==> config.mk <==
export PLATFORM = sky130hd
export DESIGN_NAME = fetch_stage
export DESIGN_NICKNAME = d
export VERILOG_FILES = /design/src/source/fetch_pkg.sv /design/src/source/pc_generator.sv /design/src/source/icache_array.sv /design/src/source/icache_refill.sv /design/src/source/branch_predictor.sv /design/src/source/fetch_stage.sv
export VERILOG_INCLUDE_DIRS = /design/src /design/src/include
export SDC_FILE = /design/constraint.sdc
export NUM_CORES = 2
export LEC_CHECK = 0
export BUFFER_PORTS_ARGS = -buffer_cell sky130_fd_sc_hd__buf_2
export CORE_MARGIN = 2
export CORE_UTILIZATION = 45
export DETAILED_ROUTE_END_ITERATION = 6
export GPL_TIMING_DRIVEN = 1
export HOLD_SLACK_MARGIN = 0.08
export PLACE_DENSITY = 0.65
export SYNTH_ARGS = -nofsm -noshare
export SYNTH_HDL_FRONTEND = slang
export SYNTH_HIERARCHICAL = 1
export SYNTH_SLANG_ARGS = --single-unit
==> constraint.sdc <==
create_clock -name clk_i -period 11.5 [get_ports clk_i]
set_clock_uncertainty 0.2 [all_clocks]
set_input_delay 0.575 -clock clk_i [delete_from_list [all_inputs] [get_ports clk_i]]
set_output_delay 0.575 -clock clk_i [all_outputs]
set_load 0.03 [all_outputs]
==> src/include/fetch_macros.svh <==
`ifndef FETCH_MACROS_SVH
`define FETCH_MACROS_SVH

//////////////////////////////
// Widths
//////////////////////////////

`define FETCH_XLEN 32            // Address and instruction width.
`define FETCH_BLOCK_BITS 128     // Cache line and memory transfer.

//////////////////////////////
// Sizes
//////////////////////////////

`define FETCH_CACHE_LINES 16
`define FETCH_BTB_ENTRIES 16

// Bubble word, ADDI x0,x0,0.
`define FETCH_NOP 32'h0000_0013

`endif

==> src/source/fetch_pkg.sv <==
`default_nettype none

`include "fetch_macros.svh"

package fetch_pkg;

    // Major opcodes seen by the predecode.
    typedef enum logic [1:0] {
        OPC_BRANCH,
        OPC_JAL,
        OPC_JALR,
        OPC_OTHER
    } opcode_e;

    typedef enum logic [1:0] {
        REFILL_IDLE,
        REFILL_REQUEST,
        REFILL_WAIT,
        REFILL_WRITE
    } refill_state_e;

    //////////////////////////////
    // Memory side
    //////////////////////////////

    typedef struct packed {
        logic                         valid;
        logic [`FETCH_XLEN-1:0]       addr;     // Block aligned.
    } mem_req_t;

    typedef struct packed {
        logic                         available;
        logic                         valid;
        logic [`FETCH_BLOCK_BITS-1:0] block;
    } mem_rsp_t;

    //////////////////////////////
    // Core side
    //////////////////////////////

    typedef struct packed {
        logic                         valid;
        logic [`FETCH_XLEN-1:0]       target;
    } redirect_t;

    typedef struct packed {
        logic                         valid;
        logic                         taken;
        logic [`FETCH_XLEN-1:0]       pc;       // Address of the branch.
        logic [`FETCH_XLEN-1:0]       target;
    } update_t;

    typedef struct packed {
        logic                         taken;
        logic [`FETCH_XLEN-1:0]       target;
    } prediction_t;

    typedef struct packed {
        logic                         valid;
        logic [`FETCH_XLEN-1:0]       pc;
        logic [`FETCH_XLEN-1:0]       instr;
        logic                         predicted_taken;
    } fetch_out_t;

endpackage

`default_nettype wire

==> src/source/pc_generator.sv <==
`default_nettype none

`include "fetch_macros.svh"

module pc_generator (
    input  wire logic                   clk_i,
    input  wire logic                   rst_n_i,
    input  wire logic                   stall_i,
    input  wire logic                   miss_i,
    input  wire fetch_pkg::redirect_t   redirect_i,
    input  wire fetch_pkg::prediction_t prediction_i,
    output logic [`FETCH_XLEN-1:0]      pc_o
);

    localparam logic [`FETCH_XLEN-1:0] RESET_VECTOR = '0;
    localparam logic [`FETCH_XLEN-1:0] PC_STEP      = 4;

    logic [`FETCH_XLEN-1:0] pc_q;
    logic [`FETCH_XLEN-1:0] pc_next;
    logic                   hold;

    // Decode back-pressure or an open refill keeps the current address.
    assign hold = stall_i | miss_i;

    //////////////////////////////
    // Next address select
    //////////////////////////////

    always_comb begin
        if (redirect_i.valid) begin
            pc_next = redirect_i.target;        // Execute wins over everything.
        end else if (hold) begin
            pc_next = pc_q;
        end else if (prediction_i.taken) begin
            pc_next = prediction_i.target;
        end else begin
            pc_next = pc_q + PC_STEP;
        end
    end

    always_ff @(posedge clk_i) begin
        if (!rst_n_i) begin
            pc_q <= RESET_VECTOR;
        end else begin
            pc_q <= pc_next;
        end
    end

    assign pc_o = pc_q;

endmodule

`default_nettype wire

==> src/source/icache_array.sv <==
`default_nettype none

`include "fetch_macros.svh"

module icache_array (
    input  wire logic                         clk_i,
    input  wire logic                         rst_n_i,
    input  wire logic [`FETCH_XLEN-1:0]       pc_i,
    input  wire logic                         write_i,
    input  wire logic [`FETCH_XLEN-1:0]       write_addr_i,
    input  wire logic [`FETCH_BLOCK_BITS-1:0] block_i,
    output logic                              hit_o,
    output logic [`FETCH_XLEN-1:0]            instr_o
);

    localparam int WORDS       = `FETCH_BLOCK_BITS / `FETCH_XLEN;
    localparam int WORD_BITS   = $clog2(WORDS);
    localparam int OFFSET_BITS = $clog2(`FETCH_BLOCK_BITS / 8);
    localparam int INDEX_BITS  = $clog2(`FETCH_CACHE_LINES);
    localparam int TAG_BITS    = `FETCH_XLEN - INDEX_BITS - OFFSET_BITS;

    logic [`FETCH_CACHE_LINES-1:0] valid_q;
    logic [TAG_BITS-1:0]           tag_q  [`FETCH_CACHE_LINES];
    logic [`FETCH_BLOCK_BITS-1:0]  data_q [`FETCH_CACHE_LINES];

    logic [WORD_BITS-1:0]          rd_word;
    logic [INDEX_BITS-1:0]         rd_index;
    logic [TAG_BITS-1:0]           rd_tag;
    logic [INDEX_BITS-1:0]         wr_index;
    logic [WORDS-1:0][`FETCH_XLEN-1:0] rd_line;

    // Address split.
    assign rd_word  = pc_i[OFFSET_BITS-1:2];
    assign rd_index = pc_i[OFFSET_BITS +: INDEX_BITS];
    assign rd_tag   = pc_i[`FETCH_XLEN-1 -: TAG_BITS];
    assign wr_index = write_addr_i[OFFSET_BITS +: INDEX_BITS];

    // Same-cycle lookup, word 0 in the low bits of the block.
    assign rd_line = data_q[rd_index];
    assign hit_o   = valid_q[rd_index] && (tag_q[rd_index] == rd_tag);
    assign instr_o = rd_line[rd_word];

    always_ff @(posedge clk_i) begin
        if (!rst_n_i) begin
            valid_q <= '0;
        end else if (write_i) begin
            valid_q[wr_index] <= 1'b1;
        end
    end

    always_ff @(posedge clk_i) begin
        if (write_i) begin
            tag_q[wr_index]  <= write_addr_i[`FETCH_XLEN-1 -: TAG_BITS];
            data_q[wr_index] <= block_i;
        end
    end

endmodule

`default_nettype wire

==> src/source/icache_refill.sv <==
`default_nettype none

`include "fetch_macros.svh"

module icache_refill (
    input  wire logic                         clk_i,
    input  wire logic                         rst_n_i,
    input  wire logic [`FETCH_XLEN-1:0]       pc_i,
    input  wire logic                         hit_i,
    input  wire logic                         redirect_valid_i,
    output fetch_pkg::mem_req_t               mem_req_o,
    input  wire fetch_pkg::mem_rsp_t          mem_rsp_i,
    output logic                              write_o,
    output logic [`FETCH_XLEN-1:0]            write_addr_o,
    output logic [`FETCH_BLOCK_BITS-1:0]      block_o,
    output logic                              miss_o
);

    localparam int OFFSET_BITS = $clog2(`FETCH_BLOCK_BITS / 8);

    fetch_pkg::refill_state_e       state_q;
    fetch_pkg::refill_state_e       state_next;
    logic [`FETCH_XLEN-1:0]         req_addr_q;
    logic [`FETCH_BLOCK_BITS-1:0]   block_q;
    logic                           miss_seen;
    logic                           issue;

    assign miss_seen = (state_q == fetch_pkg::REFILL_IDLE) && !hit_i;

    // A request not yet issued is dropped when execute redirects.
    assign issue = (state_q == fetch_pkg::REFILL_REQUEST) && mem_rsp_i.available
                   && !redirect_valid_i;

    //////////////////////////////
    // Refill FSM
    //////////////////////////////

    always_comb begin
        state_next = state_q;
        case (state_q)
            fetch_pkg::REFILL_IDLE: begin
                if (miss_seen && !redirect_valid_i) begin
                    state_next = fetch_pkg::REFILL_REQUEST;
                end
            end
            fetch_pkg::REFILL_REQUEST: begin
                if (redirect_valid_i) begin
                    state_next = fetch_pkg::REFILL_IDLE;
                end else if (issue) begin
                    state_next = fetch_pkg::REFILL_WAIT;
                end
            end
            fetch_pkg::REFILL_WAIT: begin
                if (mem_rsp_i.valid) state_next = fetch_pkg::REFILL_WRITE;
            end
            default: state_next = fetch_pkg::REFILL_IDLE;   // One write cycle.
        endcase
    end

    always_ff @(posedge clk_i) begin
        if (!rst_n_i) begin
            state_q <= fetch_pkg::REFILL_IDLE;
        end else begin
            state_q <= state_next;
        end
    end

    always_ff @(posedge clk_i) begin
        if (miss_seen) begin
            req_addr_q <= {pc_i[`FETCH_XLEN-1:OFFSET_BITS], {OFFSET_BITS{1'b0}}};
        end
        if ((state_q == fetch_pkg::REFILL_WAIT) && mem_rsp_i.valid) begin
            block_q <= mem_rsp_i.block;
        end
    end

    // Request stays up unchanged until the block comes back.
    assign mem_req_o.valid = issue || (state_q == fetch_pkg::REFILL_WAIT);
    assign mem_req_o.addr  = req_addr_q;

    assign write_o      = (state_q == fetch_pkg::REFILL_WRITE);
    assign write_addr_o = req_addr_q;
    assign block_o      = block_q;
    assign miss_o       = miss_seen || (state_q != fetch_pkg::REFILL_IDLE);

endmodule

`default_nettype wire

==> src/source/branch_predictor.sv <==
`default_nettype none

`include "fetch_macros.svh"

module branch_predictor (
    input  wire logic                   clk_i,
    input  wire logic                   rst_n_i,
    input  wire logic [`FETCH_XLEN-1:0] pc_i,
    input  wire logic [`FETCH_XLEN-1:0] instr_i,
    input  wire logic                   hit_i,
    input  wire fetch_pkg::update_t     update_i,
    output fetch_pkg::prediction_t      prediction_o
);

    localparam int IDX_BITS = $clog2(`FETCH_BTB_ENTRIES);
    localparam int TAG_BITS = `FETCH_XLEN - IDX_BITS - 2;

    fetch_pkg::opcode_e           opcode;
    logic                         is_jump;

    logic [`FETCH_BTB_ENTRIES-1:0] valid_q;
    logic [1:0]                   ctr_q    [`FETCH_BTB_ENTRIES];
    logic [TAG_BITS-1:0]          tag_q    [`FETCH_BTB_ENTRIES];
    logic [`FETCH_XLEN-1:0]       target_q [`FETCH_BTB_ENTRIES];

    logic [IDX_BITS-1:0]          rd_idx;
    logic [TAG_BITS-1:0]          rd_tag;
    logic [IDX_BITS-1:0]          wr_idx;
    logic [TAG_BITS-1:0]          wr_tag;
    logic                         rd_match;
    logic                         wr_match;

    //////////////////////////////
    // Predecode
    //////////////////////////////

    always_comb begin
        case (instr_i[6:0])
            7'b1100011: opcode = fetch_pkg::OPC_BRANCH;
            7'b1101111: opcode = fetch_pkg::OPC_JAL;
            7'b1100111: opcode = fetch_pkg::OPC_JALR;
            default:    opcode = fetch_pkg::OPC_OTHER;
        endcase
    end

    // JALR targets come from a register, so they are left to execute.
    assign is_jump = (opcode == fetch_pkg::OPC_BRANCH) || (opcode == fetch_pkg::OPC_JAL);

    assign rd_idx   = pc_i[2 +: IDX_BITS];
    assign rd_tag   = pc_i[`FETCH_XLEN-1 -: TAG_BITS];
    assign wr_idx   = update_i.pc[2 +: IDX_BITS];
    assign wr_tag   = update_i.pc[`FETCH_XLEN-1 -: TAG_BITS];
    assign rd_match = valid_q[rd_idx] && (tag_q[rd_idx] == rd_tag);
    assign wr_match = valid_q[wr_idx] && (tag_q[wr_idx] == wr_tag);

    assign prediction_o.taken  = hit_i && is_jump && rd_match && ctr_q[rd_idx][1];
    assign prediction_o.target = target_q[rd_idx];

    //////////////////////////////
    // Training
    //////////////////////////////

    always_ff @(posedge clk_i) begin
        if (!rst_n_i) begin
            valid_q <= '0;
            for (int i = 0; i < `FETCH_BTB_ENTRIES; i++) begin
                ctr_q[i] <= 2'd0;
            end
        end else if (update_i.valid) begin
            valid_q[wr_idx] <= 1'b1;
            if (!wr_match) begin
                ctr_q[wr_idx] <= update_i.taken ? 2'd2 : 2'd1;     // Fresh entry.
            end else if (update_i.taken && (ctr_q[wr_idx] != 2'd3)) begin
                ctr_q[wr_idx] <= ctr_q[wr_idx] + 2'd1;
            end else if (!update_i.taken && (ctr_q[wr_idx] != 2'd0)) begin
                ctr_q[wr_idx] <= ctr_q[wr_idx] - 2'd1;
            end
        end
    end

    always_ff @(posedge clk_i) begin
        if (update_i.valid) begin
            tag_q[wr_idx] <= wr_tag;
            if (!wr_match || update_i.taken) target_q[wr_idx] <= update_i.target;
        end
    end

endmodule

`default_nettype wire

==> src/source/fetch_stage.sv <==
`default_nettype none

`include "fetch_macros.svh"

module fetch_stage (
    input  wire logic                 clk_i,
    input  wire logic                 rst_n_i,
    input  wire logic                 stall_i,
    input  wire fetch_pkg::redirect_t redirect_i,
    input  wire fetch_pkg::update_t   update_i,
    output fetch_pkg::mem_req_t       mem_req_o,
    input  wire fetch_pkg::mem_rsp_t  mem_rsp_i,
    output fetch_pkg::fetch_out_t     fetch_o
);

    logic [`FETCH_XLEN-1:0]       pc_w;
    logic                         hit_w;
    logic [`FETCH_XLEN-1:0]       instr_w;
    logic                         miss_w;
    logic                         write_w;
    logic [`FETCH_XLEN-1:0]       write_addr_w;
    logic [`FETCH_BLOCK_BITS-1:0] block_w;
    fetch_pkg::prediction_t       prediction_w;
    fetch_pkg::fetch_out_t        fetch_q;

    //////////////////////////////
    // Fetch steps
    //////////////////////////////

    pc_generator pc_gen_i (
        .clk_i        (clk_i),
        .rst_n_i      (rst_n_i),
        .stall_i      (stall_i),
        .miss_i       (miss_w),
        .redirect_i   (redirect_i),
        .prediction_i (prediction_w),
        .pc_o         (pc_w)
    );

    icache_array icache_i (
        .clk_i        (clk_i),
        .rst_n_i      (rst_n_i),
        .pc_i         (pc_w),
        .write_i      (write_w),
        .write_addr_i (write_addr_w),
        .block_i      (block_w),
        .hit_o        (hit_w),
        .instr_o      (instr_w)
    );

    icache_refill refill_i (
        .clk_i            (clk_i),
        .rst_n_i          (rst_n_i),
        .pc_i             (pc_w),
        .hit_i            (hit_w),
        .redirect_valid_i (redirect_i.valid),
        .mem_req_o        (mem_req_o),
        .mem_rsp_i        (mem_rsp_i),
        .write_o          (write_w),
        .write_addr_o     (write_addr_w),
        .block_o          (block_w),
        .miss_o           (miss_w)
    );

    branch_predictor bpred_i (
        .clk_i        (clk_i),
        .rst_n_i      (rst_n_i),
        .pc_i         (pc_w),
        .instr_i      (instr_w),
        .hit_i        (hit_w),
        .update_i     (update_i),
        .prediction_o (prediction_w)
    );

    //////////////////////////////
    // Output register
    //////////////////////////////

    always_ff @(posedge clk_i) begin
        if (!rst_n_i) begin
            fetch_q <= '{valid: 1'b0, pc: '0, instr: `FETCH_NOP, predicted_taken: 1'b0};
        end else if (redirect_i.valid) begin
            fetch_q <= '{valid: 1'b0, pc: pc_w, instr: `FETCH_NOP, predicted_taken: 1'b0};
        end else if (stall_i) begin
            fetch_q <= fetch_q;                 // Decode not ready.
        end else if (miss_w) begin
            fetch_q <= '{valid: 1'b0, pc: pc_w, instr: `FETCH_NOP, predicted_taken: 1'b0};
        end else begin
            fetch_q <= '{valid: 1'b1, pc: pc_w, instr: instr_w,
                         predicted_taken: prediction_w.taken};
        end
    end

    assign fetch_o = fetch_q;

endmodule

`default_nettype wire

**Word-level counts from Yosys, hierarchy flattened**

Memory sizes are Yosys's and may differ from the RTL's. A register that Yosys moved wholly into a read port is not among the register bits.
Index checks and enable logic that the tools add are counted.

- Add/subtract/negate cells: 3
- Multipliers: 0
- Divide/modulo/power cells: 0
- Magnitude comparators: 7
- Equality and inequality tests: 16
- Shift operators: 0
- Mux-type cells: 63
- Bitwise logic cells: 6
- Reduce and logical (&&, ||, !) cells: 30

Operators with widths:

| operator | count |
|---|---|
| $mux W65 | 2 |
| $mux W32 | 4 |
| $mux W66 | 1 |
| $bmux W32 S2 | 1 |
| $eq A26 B26 Y1 | 2 |
| $mux W4 | 11 |
| $add A32 B3 Y32 const B | 1 |
| $or A16 B16 Y16 | 2 |
| $mux W1 | 29 |
| $eq A24 B24 Y1 | 1 |
| $eq A7 B7 Y1 const B | 3 |
| $lt A4 B5 Y1 const B | 4 |
| $mux W2 | 8 |
| $logic_and A1 B1 Y1 | 15 |
| $bmux W1 S4 | 3 |
| $pmux W2 S3 | 2 |
| $demux W1 S4 | 2 |
| $ge A4 B1 Y1 const B | 2 |
| $ne A2 B2 Y1 const B | 4 |
| $eq A2 B1 Y1 const B | 2 |
| $eq A2 B2 Y1 const B | 2 |
| $logic_not A1 Y1 | 4 |
| $logic_not A2 Y1 | 2 |
| $logic_or A1 B1 Y1 | 4 |
| 10 further kinds | 14 |

- Flip-flop bits (word level): 288
- Bits in latches: 0
- Memory bits (writable): 3,392
- Bits in read-only memories: 0
- Input bits: 232
- Output and inout bits: 99
- Word-level logic and storage cells: 140
- Memories: 5

Memory list:

| memory | words | width | read ports | clocked after memory_dff | wr ports | RTL line | text |
|---|---|---|---|---|---|---|---|
| icache_i.data_q | 16 | 128 | 1 | 1 | 1 | icache_array.sv:24 | `` logic [`FETCH_BLOCK_BITS-1:0] data_q [`FETCH_CACHE_LINES]; `` |
| bpred_i.target_q | 16 | 32 | 1 | 1 | 1 | branch_predictor.sv:24 | `` logic [`FETCH_XLEN-1:0] target_q [`FETCH_BTB_ENTRIES]; `` |
| bpred_i.tag_q | 16 | 26 | 2 | 1 | 1 | branch_predictor.sv:23 | `` logic [TAG_BITS-1:0] tag_q [`FETCH_BTB_ENTRIES]; `` |
| icache_i.tag_q | 16 | 24 | 1 | 1 | 1 | icache_array.sv:23 | `` logic [TAG_BITS-1:0] tag_q [`FETCH_CACHE_LINES]; `` |
| bpred_i.ctr_q | 16 | 2 | 2 | 1 | 16 | branch_predictor.sv:22 | `` logic [1:0] ctr_q [`FETCH_BTB_ENTRIES]; `` |

**Longest topological paths before layout**

- Depth in word-level cells: 14
- Depth in mapped cells: 25
- Mapped depth without buffers: 18

**Modules after synthesis**

Netlist, hierarchy kept.

By module, submodules not included:

| module | instances | cells each | area each (um^2) | seq. area each (um^2) |
|---|---|---|---|---|
| icache_array | 1 | 3,648 | 93,100.5 | 73,350.3 |
| branch_predictor | 1 | 1,972 | 41,727.5 | 29,148.0 |
| icache_refill | 1 | 209 | 5,089.9 | 4,724.5 |
| fetch_stage | 1 | 258 | 2,351.0 | 1,321.3 |
| pc_generator | 1 | 313 | 2,270.9 | 640.6 |

**Least setup slack after synthesis**

OpenSTA, ideal clock, no wires.

- Kind: register to register
- Start: reg refill_i.req_addr_q[4] (netlist: refill_i/write_addr_o[4])
- End: mem icache_i/data_q[0][0] (netlist bit) (enable)
- Library setup time: 0.852 ns
- Arrival time: 11.529 ns
- Data required time: 10.448 ns
- Path slack: -1.082 ns
- Cell stages (with the launch flop): 4
- Path buffers: 1
- Period minus slack after synthesis: 12.582 ns
- Cell sequence: edfxtp_1 > buf_4 > or3b_2 > nor3_1

RTL lines:

| item | RTL line | text |
|---|---|---|
| start: declaration | icache_refill.sv:23 | `` logic [`FETCH_XLEN-1:0] req_addr_q; `` |
| start signal: assignment | icache_refill.sv:70 | `` req_addr_q <= {pc_i[`FETCH_XLEN-1:OFFSET_BITS], {OFFSET_BITS{1'b0}}}; `` |
| end: declaration | icache_array.sv:24 |  |

No word-level cell before the write port.

==> reports/results.ini <==
[place]
place_congestion = 0.8255
port-buffer-count = 324
pre_cts_slack_ps = 3221
placed_area_um2 = 151400
place_hpwl_mm = 191.7

[layout]
fin_nets = 7349
fin_util_pct = 51.85
register_area_um2 = 109200
fin_area_um2 = 166100
drive_above_1_share_pct = 30.54
layout_commonest_cell = edfxtp_1
multi_input_area_um2 = 33610
syn2layout_area_growth_pct = 14.95
fillers = 24540
mostFrequentLayoutCells = edfxtp_1, mux4_2, clkbuf_16

[critical_path]
max_stage_delay_ps = 850
worst-setup-path-type = flop to flop
worst_setup_path_start_kind = flop
worstSetupEndpointType = flop
crit_fanout = 137
crit_top_cell = nand4_1
crit_slowest_cell = or2_0
worstPathRequired_ps = 12120
cp_cell_sequence = buf_12, buf_4, mux4_2, mux2i_1, xnor2_1, a21oi_1, nand4_1, nor4_2, buf_4, nand4_1, nor4b_1, buf_4, nand4_1, nor3_1, nand4_1, nor3_2, or2_0, nor4_1, a221oi_1, o2bb2ai_1, and2_1, dlygate4sd3_1
cp.arrival_ps = 9530

[grt]
antenna_found_initial = 45
grt_pass1_vias = 73260
grt_usage_pct = 22.18
grt_pass1_wl_mm = 522.3
grt_overflow_total = 0
grt_max_degree = 146

[clock_tree]
ctsRootBufferMaster = clkbuf_16
clk_pin_slew_ps = 60
cts_buffers = 374
h-tree-depth = 5
cts_tree = yes
cts_sinks = 3680
clockBufferDepth = 4
post-cts-setup-buffer-count = 0
insertion_delay_ps = 950

[flow_run]
cap_violations = 0

[sta]
fmax_mhz = 112.2
whs_ps = 149.4
setup_viol = 0
hold_viol_final = 0
worstMarginPinSlew_ps = 1228
slew_violations = 0
post-route-period-util_pct = 77.51
rsz0062_at_grt = no
setup_slack_ps = 2586
period_needed_ps = 8914
relSlewSlack_pct = 17.98

[routing]
viasPerCell = 6.079
vias = 71400
drt_first_pass_iters = 6
drt_iter0_drc = 8824
wl_per_cell_um = 31.01
drt_wl_total_mm = 364.2
postRouteAntennaNets = 0
drc = 0

[yosys]
syn_inst = 6396
syn_area_per_cell_um2 = 22.59
synthesis.area_um2 = 144500
ys_warn_count = 6

[pwr]
max-vdd-ir-drop_mv = 0.1903
power_density_nw_per_um2 = 172.2
cellLeakagePower_nw = 51.38

[die]
pin_count = 331
die_y_um = 570.7
dieArea_um2 = 325700
die_x_um = 570.7
start_util_pct = 45.11
num_rows = 208
core-area_um2 = 320400

[outcome]
status = finished, final reports clean

[min_path]
hp-class = input port to flop

[path summary, 6_finish.rpt]
path	from	to	slack [ps]	depth (start not counted)
max	pc_gen_i/pc_o[5]$_SDFFE_PN0P_	pc_gen_i/pc_o[8]$_SDFFE_PN0P_	2590	22
min	mem_rsp_i[121]	refill_i/block_o[121]$_DFFE_PP_	150	2
max reg2reg	pc_gen_i/pc_o[5]$_SDFFE_PN0P_	pc_gen_i/pc_o[8]$_SDFFE_PN0P_	2590	22
min reg2reg	fetch_o[41]$_SDFFE_PN0P_	fetch_o[41]$_SDFFE_PN0P_	250	2
[power by group]
part | total [mW] | internal (mW) | switching (mW)
combinational | 1.56 | 0.703 | 0.857
clock | 12.2 | 7.07 | 5.10
sequential | 14.9 | 14.7 | 0.132
total | 28.6 | 22.5 | 6.09
[worst max-delay path, delay by kind of cell, from the launching register on]
family,cells,cell delay [ps]
buffers and inverters,5,2640
and+or+nand+nor,11,3650
muxes,2,750
xor gates and xnor gates,1,120
DFF,1,620
AOI/OAI and AO/OA,3,590
[state kept, by name (all words and copies together), names as in the netlist]
name                   flops
bpred_i/target_q         512
refill_i/block_o         128
icache_i/data_q         2048
fetch_o                   66
refill_i/write_addr_o     28
pc_gen_i/pc_o             32
icache_i/valid_q          16
bpred_i/ctr_q             32
refill_i/state_q           2
bpred_i/tag_q            416
icache_i/tag_q           384
bpred_i/valid_q           16
[layer usage]
| metal | track usage (%) | vias up | routed length, um |
|---|---|---|---|
| li1 | - | 28820 | - |
| met1 | 30.46 | 38690 | 144300 |
| met2 | 36.31 | 3231 | 179300 |
| met3 | 4.194 | 613 | 29940 |
| met4 | 6.504 | 48 | 10290 |
| met5 | 0 | - | 321 |
[area by class of cell]
class	count	share of cell area [%]
multi-input combinational	2307	20.23
timing repair buffer	726	3.298
clock inverter	206	1.393
antenna	16	0.02410
tap	4305	3.243
sequential	3680	65.74
inverter	25	0.05649
clock buffer	480	6.008
[timing repair]
item / 4_1_cts / 5_1_grt
hold endpoints to repair: 1116 / 0
resized for setup: 0 / 0
hold buffers: 235 / 0
[through the flow]
stage	cells	total power [mW]	TNS [ps]
floorplan	6399	16.09	-342060
global placement	10810	16.61	0
detailed placement	10810	16.64	0
CTS	11730	28.79	0
global route	11740	29.38	0
finish	11750	28.60	0
Power figures use the tool's default switching activity.
